File: src/source/isa_pkg.sv
// Instruction encoding for the short-latency execution unit
// Major opcodes, floating-point groups and functions, unit select,
// compare flag positions, cause codes and the two instruction views
`default_nettype none

package isa_pkg;

	// ========================================
	// Major opcodes
	// ========================================
	localparam logic [6:0] OP_NOP   = 7'd0;
	localparam logic [6:0] OP_ADD   = 7'd4;
	localparam logic [6:0] OP_SUBF  = 7'd5;
	localparam logic [6:0] OP_AND   = 7'd8;
	localparam logic [6:0] OP_OR    = 7'd9;
	localparam logic [6:0] OP_XOR   = 7'd10;
	localparam logic [6:0] OP_MOV   = 7'd12;
	localparam logic [6:0] OP_LOADA = 7'd13;
	localparam logic [6:0] OP_CMP   = 7'd14;
	localparam logic [6:0] OP_FLT   = 7'd40;

	// Floating-point groups (op4 field)
	localparam logic [3:0] FOP4_G8  = 4'd8;
	localparam logic [3:0] FOP4_G10 = 4'd10;

	// Group 8 functions, sign injection
	localparam logic [2:0] FG8_FSGNJ  = 3'd0;
	localparam logic [2:0] FG8_FSGNJN = 3'd1;
	localparam logic [2:0] FG8_FSGNJX = 3'd2;

	// Group 10 functions, single-operand sign ops
	localparam logic [2:0] FG10_FSIGN = 3'd2;
	localparam logic [2:0] FG10_FNEG  = 3'd4;
	localparam logic [2:0] FG10_FABS  = 3'd5;

	// ========================================
	// Unit select and compare flags
	// ========================================
	localparam int UNIT_ALU  = 0;
	localparam int UNIT_CMP  = 1;
	localparam int UNIT_FPS  = 2;
	localparam int UNIT_PASS = 3;
	localparam int UNIT_W    = 4;

	// Bit positions in the compare result word
	localparam int CF_EQ  = 0;
	localparam int CF_LT  = 1;
	localparam int CF_LE  = 2;
	localparam int CF_LTU = 3;
	localparam int CF_LEU = 4;
	localparam int CF_GT  = 5;

	typedef enum logic [1:0] {
		CAUSE_NONE    = 2'd0,
		CAUSE_ILLEGAL = 2'd2
	} cause_code_t;

	// Integer view, imm in bit 31 swaps i in for b
	typedef struct packed {
		logic       imm;
		logic [6:0] rsvd;
		logic [1:0] sc;
		logic [1:0] lx;
		logic [2:0] op3;
		logic [4:0] ra;
		logic [4:0] rt;
		logic [6:0] opcode;
	} alu_view_t;

	// Floating-point view, same opcode but op4 and fn elsewhere
	typedef struct packed {
		logic [3:0]  op4;
		logic [6:0]  rsvd;
		logic [2:0]  fn;
		logic [10:0] regs;
		logic [6:0]  opcode;
	} fpu_view_t;

	typedef union packed {
		alu_view_t alu;
		fpu_view_t fpu;
	} instruction_t;

endpackage

`default_nettype wire

File: src/source/result_pipe.sv
// Result select and output pipeline
// Picks the active unit's result, then carries result, valid and
// cause through two register stages to o, done and exc
`timescale 1ns/1ps
`default_nettype none

module result_pipe
	import isa_pkg::*;
(
	input  logic              clk,
	input  logic              rst_n,
	input  logic              valid,
	input  logic [UNIT_W-1:0] unit_sel,
	input  logic              illegal,
	input  logic [63:0]       alu_res,
	input  logic [63:0]       cmp_res,
	input  logic [63:0]       fps_res,
	input  logic [63:0]       t,
	output logic [63:0]       o,
	output logic              done,
	output cause_code_t       exc
);

	logic [63:0] sel_res;
	cause_code_t sel_cause;
	logic        v1;
	logic [63:0] res1;
	cause_code_t cause1;

	// AND-OR mux over the one-hot select, zero when nothing is picked
	assign sel_res = ({64{unit_sel[UNIT_ALU]}}  & alu_res)
		| ({64{unit_sel[UNIT_CMP]}}  & cmp_res)
		| ({64{unit_sel[UNIT_FPS]}}  & fps_res)
		| ({64{unit_sel[UNIT_PASS]}} & t);
	assign sel_cause = illegal ? CAUSE_ILLEGAL : CAUSE_NONE;

	// ========================================
	// Valid shift, two stages
	// ========================================
	always_ff @(posedge clk)
	begin
		if (!rst_n)
		begin
			v1   <= 1'b0;
			done <= 1'b0;
		end
		else
		begin
			v1   <= valid;
			done <= v1;
		end
	end

	// Stage 1 payload
	always_ff @(posedge clk)
	begin
		if (valid)
		begin
			res1   <= sel_res;
			cause1 <= sel_cause;
		end
	end

	// Stage 2, o and exc hold until the next done
	always_ff @(posedge clk)
	begin
		if (v1)
			o <= res1;
	end

	always_ff @(posedge clk)
	begin
		if (!rst_n)
			exc <= CAUSE_NONE;
		else if (v1)
			exc <= cause1;
	end

	// ========================================
	// Checks
	// ========================================
	a_done_known: assert property (@(posedge clk) disable iff (!rst_n)
		!$isunknown(done));

	// Illegal opcode from the decoder must surface with a zero result
	a_illegal_zero: assert property (@(posedge clk) disable iff (!rst_n)
		(exc == CAUSE_ILLEGAL) |-> (o == '0));

endmodule

`default_nettype wire

File: config.mk
export PLATFORM = sky130hd
export DESIGN_NAME = result_pipe
export DESIGN_NICKNAME = d
export VERILOG_FILES = /design/src/source/isa_pkg.sv /design/src/source/result_pipe.sv
export SDC_FILE = /design/constraint.sdc
export NUM_CORES = 1
export LEC_CHECK = 0
export BUFFER_PORTS_ARGS = -buffer_cell sky130_fd_sc_hd__buf_2
export CORE_AREA = 2 2 130 132
export CTS_CLUSTER_DIAMETER = 50
export DETAILED_ROUTE_END_ITERATION = 10
export DIE_AREA = 0 0 132 134
export HOLD_SLACK_MARGIN = 0.15
export PLACE_DENSITY = 0.62
export SLEW_MARGIN = 20
export SYNTH_ARGS = -nofsm -noshare
export SYNTH_HDL_FRONTEND = slang
export SYNTH_SLANG_ARGS = --single-unit
export TNS_END_PERCENT = 5
File: constraint.sdc
create_clock -name clk -period 4.2 [get_ports clk]
set_input_delay 0.63 -clock clk [delete_from_list [all_inputs] [get_ports clk]]
set_output_delay 0.63 -clock clk [all_outputs]
set_load 0.01 [all_outputs]
==> results of run 1 <==
## routing by layer
metal	GRT usage, %	vias to the layer above	part of all wire [%]
li1	-	2089	-
met1	18.43	2075	38
met2	29.08	259	50
met3	6.009	45	8.9
met4	7.850	0	2.7
met5	0	-	0
## synth_stat cells
master	n	area, µm²
nor2b_1	1	6.260
clkbuf_8	5	68.82
buf_4	1	7.510
and2_1	2	12.51
mux2i_1	1	10.01
conb_1	1	3.750
edfxtp_1	129	3874
nand2_1	64	240.2
a22oi_1	116	870.8
a22oi_2	12	150.1
buf_6	23	259.0
dfxtp_1	3	60.06
## state kept, by name, summed over array words and instances (netlist names)
signal	count
v1	1
exc	1
o	64
done	1
cause1	1
res1	64
## where the power goes
group	internal, mW	switching, mW
Combinational	0.177	0.190
Sequential	1.59	0.0388
Clock	0.984	0.524
Total	2.75	0.752
## path summary, 6_finish.rpt
| check | start | endpoint | slack (ns) | cells past startpoint |
|---|---|---|---|---|
| worst min-delay path | illegal | cause1[1] | 0.41 | 1 |
| worst max-delay path | valid | res1[8] | 2.48 | 2 |
| worst min register to register | res1[21] | o[21] | 0.41 | 0 |
| worst max register to register | v1 | exc[1] | 2.83 | 2 |
## stage by stage
step | power [mW] | hold slack (ns) | util (%) | setup slack [ns] | cells
finish | 3.500 | 0.4100 | 47.85 | 2.479 | 913
global route | 3.655 | 0.3831 | 47.85 | 2.383 | 913
CTS | 3.546 | 0.3785 | 47.82 | 2.468 | 913
detailed placement | 2.023 | 0.4045 | 44.05 | 2.018 | 881
global placement | 2.006 | 0.4011 | 44.05 | 2.071 | 881
floorplan | 1.817 | 0.4003 | - | 2.008 | 358
## cell families after synthesis
logic type	count (synthesis)
muxes	1
other	1
buffers and inverters	29
AOI/OAI and AO/OA	128
and+or+nand+nor	67
DFF	132
## layout by cell type (no fill, tap or decap), drive strengths merged
cell	Yosys	routed
a22oi	128	128
clkinvlp	0	5
buf	24	332
mux2i	1	1
nand2	64	64
and2	2	2
edfxtp	129	129
clkbuf	5	17
bufinv	0	4
conb	1	1
clkinv	0	6
dfxtp	3	3
nor2b	1	1
## area by class of cell
cell class,instances,area (µm²),share of cell area [%]
Sequential cell,132,3938,50.51
Timing Repair Buffer,332,1674,21.48
Multi-Input combinational cell,197,1294,16.60
Clock buffer,17,425.4,5.457
Tap cell,220,275.3,3.531
Clock inverter,15,188.9,2.424
==> flow_metrics.py, run 1 <==
metrics = {
    "floorplanning": {
        "die-area_um2": 17690,
        "start_util_pct": 34.15,
        "die_h_um": 134,
        "pin_count": 331,
        "num_rows": 47,
        "dieWidth_um": 132,
        "core_um2": 16290,
    },
    "worst_setup_path": {
        "cp_max_fo": 35,
        "cp_top_family": "buffers and inverters",
        "cp_cell_sequence": "buf_2 > buf_4",
        "cp_slowest_stage_delay_ns": 0.57,
        "cp-end-kind": "register",
        "cp_num_buf_inv": 2,
        "critical_path.slowest_cell": "buf_2",
        "critPathLaunchType": "primary input",
        "worstPathArrival_ns": 1.77,
        "required_ns": 4.25,
        "setup.worst_path.class": "primary input to register",
    },
    "power_and_ir_drop": {
        "p_per_area_nw_per_um2": 449.1,
        "p_leak_nw": 3.384,
        "ir_worst_vdd_mv": 0.2604,
    },
    "timing": {
        "setup_viol": 0,
        "fmax_ghz": 0.5811,
        "rsz0062_at_grt": "false",
        "fin_skew_ns": 0.004657,
        "final-hold-violation-count": 0,
        "period_minus_slack_ns": 1.721,
        "slew-limit-headroom_pct": 40.48,
        "setup_tns_ns": 0,
        "slew_violations": 0,
        "worst_pin_slew_ns": 0.8929,
        "period_share_pct": 40.97,
    },
    "logic_synthesis": {
        "yosysSeqAreaShare_pct": 70.72,
        "ys_ff_latch": 132,
        "synth_xor_area_share_pct": 0,
        "synthMuxAreaShare_pct": 0.1799,
        "synth_top_family_by_area": "compound AO/OA/AOI/OAI gates",
        "syn-num-nets": 622,
        "synth_area_um2": 5563,
        "ys.warnings.count": 0,
        "synthCells": 358,
        "ys_types": 12,
        "synth_fa_ha_area_share_pct": 0,
        "synth-compound-area-share_pct": 18.35,
        "synth_simple_gate_area_share_pct": 4.656,
        "syn_avg_cell_area_um2": 15.54,
    },
    "routing": {
        "first_iter_violations": 319,
        "drt-pass1-iter-count": 6,
        "detail-route-antenna-nets": 0,
        "via_per_inst": 4.894,
        "num_vias": 4468,
        "avgRoutedWirePerCell_um": 16.35,
        "drt-total-wl_um": 14930,
        "drc": 0,
    },
    "clock_tree": {
        "clockBufferDepth": 2,
        "clock_latency_ns": 0.41,
        "tritoncts": "yes",
        "numCtsBuffers": 17,
        "cts-root-buf": "clkbuf_16",
        "holdBufCountCts": 0,
        "cts.sinks": 132,
        "cts_max_level": 4,
        "post_cts_buffers": 0,
        "cts.clk_slew.worst_paths_ns": 0.05,
        "cts_resized": 0,
    },
    "place": {
        "dpl_cell_area_um2": 7176,
        "io_buffers": 329,
        "hpwl_um": 10600,
        "gp_congestion": 0.8352,
    },
    "layout": {
        "num_antenna_cells": 0,
        "area_delta_synth_final_pct": 40.13,
        "num-fill-cells": 1486,
        "layout-drive-gt1-share_pct": 54.11,
        "nNetsFinal": 944,
        "post-route-cell-area_um2": 7795,
    },
    "min_path": {
        "hold_path.class": "primary input to register",
    },
    "global_routing": {
        "antenna_found_initial": 0,
        "grt_max_degree": 67,
        "grt_usage_pct": 16.77,
        "grt_pass1_wl_um": 22740,
        "grt.overflow.total": 0,
        "grt_pass1_vias": 4552,
    },
    "outcome": {
        "status": "finished clean",
    },
    "job": {
        "drv_cap": 0,
    },
}
Note: power is estimated with default switching activity, not from simulation.
==> run 2, diff against run 1 <==
==> constraint.sdc (replaced) <==
create_clock -name clk -period 1.6 [get_ports clk]
set_input_delay 0.24 -clock clk [delete_from_list [all_inputs] [get_ports clk]]
set_output_delay 0.24 -clock clk [all_outputs]
set_load 0.01 [all_outputs]
==> run 2 against run 1 <==
Effect of this change:
- the run now fails in 4_1_cts
- synthesized cell count is the same
- area after synthesis is the same
==> flow_metrics.py, run 2 <==
metrics = {
    "outcome": {
        "status": "stopped before the end",
        "stop_stage": "4_1_cts",
        "first-error": "[ERROR RSZ-0060] Max buffer count reached.",
    },
    "floorplanning": {
        "pin_count": 331,
        "start_util_pct": 34.15,
        "dieWidth_um": 132,
        "die_h_um": 134,
        "num_rows": 47,
    },
    "clock_tree": {
        "numCtsBuffers": 17,
        "cts_max_level": 4,
        "cts_resized": 0,
        "clockBufferDepth": 2,
        "post_cts_buffers": 0,
        "holdBufCountCts": 185,
        "cts.sinks": 132,
        "cts-root-buf": "clkbuf_16",
    },
    "logic_synthesis": {
        "syn_avg_cell_area_um2": 15.54,
        "ys_types": 12,
        "synthCells": 358,
        "synth_area_um2": 5563,
        "synth-edff-count": 129,
        "synthTopCellsByCount": "129 x edfxtp_1, 116 x a22oi_1, 64 x nand2_1",
        "yosysTopAreaCellShare_pct": 69.64,
        "async_flop_share_pct": 0,
        "synth_area_leader_cell": "edfxtp_1",
        "yosysSeqAreaShare_pct": 70.72,
        "ys_ff_latch": 132,
        "synth_ff_type": "edfxtp_1",
        "ys.warnings.count": 0,
        "syn-num-nets": 622,
        "yosysMostFrequentCell": "edfxtp_1",
        "yosys-top-cells-area": "edfxtp_1 70%, a22oi_1 16%, buf_6 4.7%",
    },
    "place": {
        "io_buffers": 329,
        "hpwl_um": 10520,
        "dpl_cell_area_um2": 7293,
        "gp_congestion": 0.8593,
    },
}
[run 2: cell families after synthesis]
kind of cell / Yosys count / synth area share [%]
compound gates: 128 / 18.35
mux: 1 / 0.1799
flops: 132 / 70.72
other cells: 1 / 0.06741
simple gates: 67 / 4.656
buf+inv: 29 / 6.028
[run 2: through the flow]
stage / worst slack, ns / instances / util [%]
floorplan: 0.1143 / 358 / -
global placement: 0.3426 / 885 / 44.77
detailed placement: 0.3247 / 885 / 44.77
==> run 3, diff against run 2 <==
--- a/config.mk
+++ b/config.mk
@@ -6,12 +6,10 @@
 export NUM_CORES = 1
 export LEC_CHECK = 0
 export BUFFER_PORTS_ARGS = -buffer_cell sky130_fd_sc_hd__buf_2
-export CORE_AREA = 2 2 130 132
-export CTS_CLUSTER_DIAMETER = 50
+export CORE_AREA = 2 2 129 131
 export DETAILED_ROUTE_END_ITERATION = 10
-export DIE_AREA = 0 0 132 134
-export HOLD_SLACK_MARGIN = 0.15
-export PLACE_DENSITY = 0.62
+export DIE_AREA = 0 0 131 133
+export PLACE_DENSITY_LB_ADDON = 0.15
 export SLEW_MARGIN = 20
 export SYNTH_ARGS = -nofsm -noshare
 export SYNTH_HDL_FRONTEND = slang
==> run 3 against run 2 <==
Effect of this change:
- the flow now finishes without violations
==> flow_metrics.py, run 3 (synthesized netlist as in run 1, its figures left out) <==
metrics = {
    "clock_tree": {
        "cts.clk_slew.worst_paths_ns": 0.05,
        "cts_resized": 0,
        "holdBufCountCts": 1,
        "clockBufferDepth": 2,
        "cts.sinks": 132,
        "cts_max_level": 4,
        "clock_latency_ns": 0.40,
        "cts-root-buf": "clkbuf_16",
        "tritoncts": "yes",
        "post_cts_buffers": 0,
        "numCtsBuffers": 17,
    },
    "worst_setup_path": {
        "cp-end-kind": "output pin",
        "setup.worst_path.class": "register to output pin",
        "reg2reg_slack_ns": 0.64,
        "critPathLaunchType": "register",
        "cp_cell_sequence": "buf_2",
        "cp_num_buf_inv": 1,
        "worstPathArrival_ns": 0.96,
        "cp_top_family": "flip-flops",
        "cp_slowest_stage_delay_ns": 0.39,
        "critical_path.slowest_cell": "edfxtp_1",
        "required_ns": 1.36,
        "cp_max_fo": 1,
    },
    "layout": {
        "fin_util_pct": 48.32,
        "nNetsFinal": 950,
        "layout-drive-gt1-share_pct": 53.22,
        "area_delta_synth_final_pct": 40.46,
        "num_antenna_cells": 0,
        "final_common_cell": "buf_2",
        "reg.largest.list": "o: 64 flops, res1: 64 flops",
        "final_cell_mix": "329 x buf_2, 129 x edfxtp_1, 116 x a22oi_1, 64 x nand2_1, 17 x clkbuf_16",
    },
    "global_routing": {
        "grt_pass1_wl_um": 22010,
        "grt_usage_pct": 16.56,
        "grt_pass1_vias": 4489,
        "antenna_found_initial": 0,
        "grt.overflow.total": 0,
        "grt_max_degree": 65,
    },
    "floorplanning": {
        "start_util_pct": 34.40,
        "num_rows": 47,
        "die_h_um": 133,
        "core_um2": 16170,
        "pin_count": 331,
        "die-area_um2": 17420,
        "dieWidth_um": 131,
    },
    "routing": {
        "detail-route-antenna-nets": 0,
        "wl_met2_um": 7521,
        "drt-met1-wl_um": 5814,
        "drt-total-wl_um": 14850,
        "top_layer_used": "met4",
        "num_vias": 4447,
        "via_per_inst": 4.839,
        "avgRoutedWirePerCell_um": 16.16,
        "wl_met3_um": 1215,
        "drt-pass1-iter-count": 4,
        "drc": 0,
        "first_iter_violations": 199,
    },
    "outcome": {
        "status": "finished clean",
    },
    "job": {
        "drv_cap": 0,
    },
    "timing": {
        "setup_tns_ns": 0,
        "setup_viol": 0,
        "slew_violations": 0,
        "fmax_ghz": 0.8356,
        "fin_skew_ns": 0.006538,
        "final-hold-violation-count": 0,
        "rsz0062_at_grt": "false",
        "period_share_pct": 74.80,
        "period_minus_slack_ns": 1.197,
    },
    "power_and_ir_drop": {
        "p_per_area_nw_per_um2": 1087,
        "p_leak_nw": 3.398,
        "ir_worst_vdd_mv": 0.6746,
    },
    "place": {
        "gp_congestion": 0.7729,
        "io_buffers": 329,
        "hpwl_um": 10510,
    },
    "min_path": {
        "hold_path.class": "primary input to register",
    },
}
[run 3: worst paths after layout]
check	from	end	depth (start not counted)
worst min-delay path	rst_n	done	2
worst max-delay path	o[19]	o[19]	1
worst max register to register	v1	exc[1]	3
worst min register to register	res1[36]	o[36]	0
[run 3: area by class of cell]
class	instances	area, µm²
Clock buffer	24	451.7
Clock inverter	8	38.79
Fill cell	1444	8358
Multi-Input combinational cell	197	1294
Sequential cell	132	3938
Tap cell	220	275.3
Timing Repair Buffer	338	1817
[run 3: layer usage]
metal / vias up / GRT usage [%]
met5: - / 0
met4: 0 / 6.797
met3: 22 / 5.257
met2: 216 / 28.55
met1: 2106 / 18.80
li1: 2103 / -
[run 3: power by group]
part	switching (mW)	leakage, nW	total (mW)	internal, mW
registers	0.0758	1.27	4.24	4.17
clock network	1.27	0.238	3.22	1.95
logic	0.530	1.89	1.03	0.500
total	1.88	3.40	8.49	6.61
[run 3: per-stage QoR]
stage / std cells / instance area, µm² / worst slack [ns] / power, mW / hold slack [ns]
floorplan: 358 / 5564 / 0.1143 / 4.767 / 0.3389
global placement: 886 / 7313 / 0.3973 / 5.316 / 0.4004
detailed placement: 886 / 7313 / 0.3709 / 5.350 / 0.4045
CTS: 919 / 7814 / 0.3723 / 8.618 / 0.05993
global route: 919 / 7814 / 0.3640 / 8.868 / 0.07636
finish: 919 / 7814 / 0.4032 / 8.490 / 0.07866
==> run 4, diff against run 3 <==
==> constraint.sdc (replaced) <==
create_clock -name clk -period 1.3 [get_ports clk]
set_input_delay 0.195 -clock clk [delete_from_list [all_inputs] [get_ports clk]]
set_output_delay 0.195 -clock clk [all_outputs]
set_load 0.01 [all_outputs]
==> run 4 against run 3 <==
Effect of this change:
- worst setup slack worse by 0.25 ns
- count of clock-buffer cells in the layout fell by 4
- first-iteration DRC count increased by 53%
- clock power is 25% higher
- critical endpoint is now o[28]
- largest cell class unchanged
==> flow_metrics.py, run 4 (synthesized netlist as in run 1, its figures left out) <==
metrics = {
    "min_path": {
        "hold_path.class": "primary input to register",
    },
    "timing": {
        "slew_violations": 0,
        "final-hold-violation-count": 0,
        "fmax_ghz": 0.8703,
        "rsz0062_at_grt": "false",
        "timing.hold.ws_ns": 0.03771,
        "setup_viol": 0,
        "fin_ws_ns": 0.1509,
        "period_minus_slack_ns": 1.149,
        "fin_skew_ns": 0.004518,
        "period_share_pct": 88.39,
        "setup_tns_ns": 0,
    },
    "power_and_ir_drop": {
        "power_mw": 10.53,
        "p_per_area_nw_per_um2": 1345,
        "p_leak_nw": 3.406,
        "ir_worst_vdd_mv": 0.8695,
    },
    "global_routing": {
        "grt_max_degree": 65,
        "grt.overflow.total": 0,
        "grt_usage_pct": 16.76,
        "antenna_found_initial": 0,
        "grt_pass1_vias": 4404,
        "grt_pass1_wl_um": 22140,
    },
    "worst_setup_path": {
        "reg2reg_slack_ns": 0.36,
        "setup.worst_path.class": "register to output pin",
        "cp_slowest_stage_delay_ns": 0.39,
        "cp-end-kind": "output pin",
        "cp_max_fo": 1,
        "cp_top_family": "flip-flops",
        "cp_num_buf_inv": 1,
        "worstPathArrival_ns": 0.95,
        "cp_cell_sequence": "buf_2",
        "critical_path.slowest_cell": "edfxtp_1",
        "required_ns": 1.11,
        "critPathLaunchType": "register",
    },
    "clock_tree": {
        "cts.clk_slew.worst_paths_ns": 0.05,
        "cts.sinks": 132,
        "clock_latency_ns": 0.41,
        "post_cts_buffers": 0,
        "cts_max_level": 4,
        "numCtsBuffers": 17,
        "tritoncts": "yes",
        "clockBufferDepth": 2,
        "holdBufCountCts": 1,
        "cts_resized": 0,
        "cts-root-buf": "clkbuf_16",
    },
    "place": {
        "hpwl_um": 10650,
        "gp_congestion": 0.8113,
        "dpl.cell_count": 886,
        "dpl_cell_area_um2": 7313,
        "dp_slack_ns": 0.1319,
        "io_buffers": 329,
    },
    "floorplanning": {
        "die_h_um": 133,
        "start_util_pct": 34.40,
        "die-area_um2": 17420,
        "pin_count": 331,
        "dieWidth_um": 131,
        "core_um2": 16170,
        "num_rows": 47,
    },
    "outcome": {
        "status": "finished clean",
    },
    "layout": {
        "area_delta_synth_final_pct": 40.69,
        "multiInputGateArea_um2": 1294,
        "seqCellArea_um2": 3938,
        "reg.largest.list": "o: 64 flops, res1: 64 flops",
        "fin_util_pct": 48.39,
        "final_common_cell": "buf_2",
        "nNetsFinal": 950,
        "final_cell_mix": "329 x buf_2, 129 x edfxtp_1, 116 x a22oi_1, 64 x nand2_1, 17 x clkbuf_16",
        "instances_no_fill": 919,
        "num-fill-cells": 1480,
        "post-route-cell-area_um2": 7826,
        "num_antenna_cells": 0,
        "layout-drive-gt1-share_pct": 54.08,
    },
    "routing": {
        "num_vias": 4461,
        "drc": 0,
        "drt-total-wl_um": 14940,
        "avgRoutedWirePerCell_um": 16.25,
        "detail-route-antenna-nets": 0,
        "first_iter_violations": 304,
        "via_per_inst": 4.854,
        "drt-pass1-iter-count": 5,
    },
    "job": {
        "drv_cap": 0,
    },
}
run 4: layer usage:
| layer | wire length (µm) | vias up | track usage (%) |
|---|---|---|---|
| met5 | 0 | - | 0 |
| met4 | 321 | 0 | 7.565 |
| met3 | 1262 | 23 | 4.731 |
| met2 | 7649 | 235 | 28.84 |
| met1 | 5704 | 2100 | 19.14 |
| li1 | - | 2103 | - |
run 4: report_power, final:
group,total (mW),switching (mW),internal [mW]
combinational,1.27,0.657,0.616
clock,4.04,1.65,2.39
sequential,5.21,0.0879,5.12
total,10.5,2.40,8.13
run 4: worst paths after layout:
kind            start  endpoint  cells past startpoint
min             rst_n      done                      2
max             o[28]     o[28]                      1
min reg2reg  res1[49]     o[49]                      0
max reg2reg        v1     o[47]                      1
run 4: cell type report:
class / count / area share (%)
well taps: 220 / 3.517
clock buffers: 20 / 5.580
clock inverters: 12 / 0.8473
multi-input cells: 197 / 16.53
flip-flops and latches: 132 / 50.31
repair buffers: 338 / 23.21
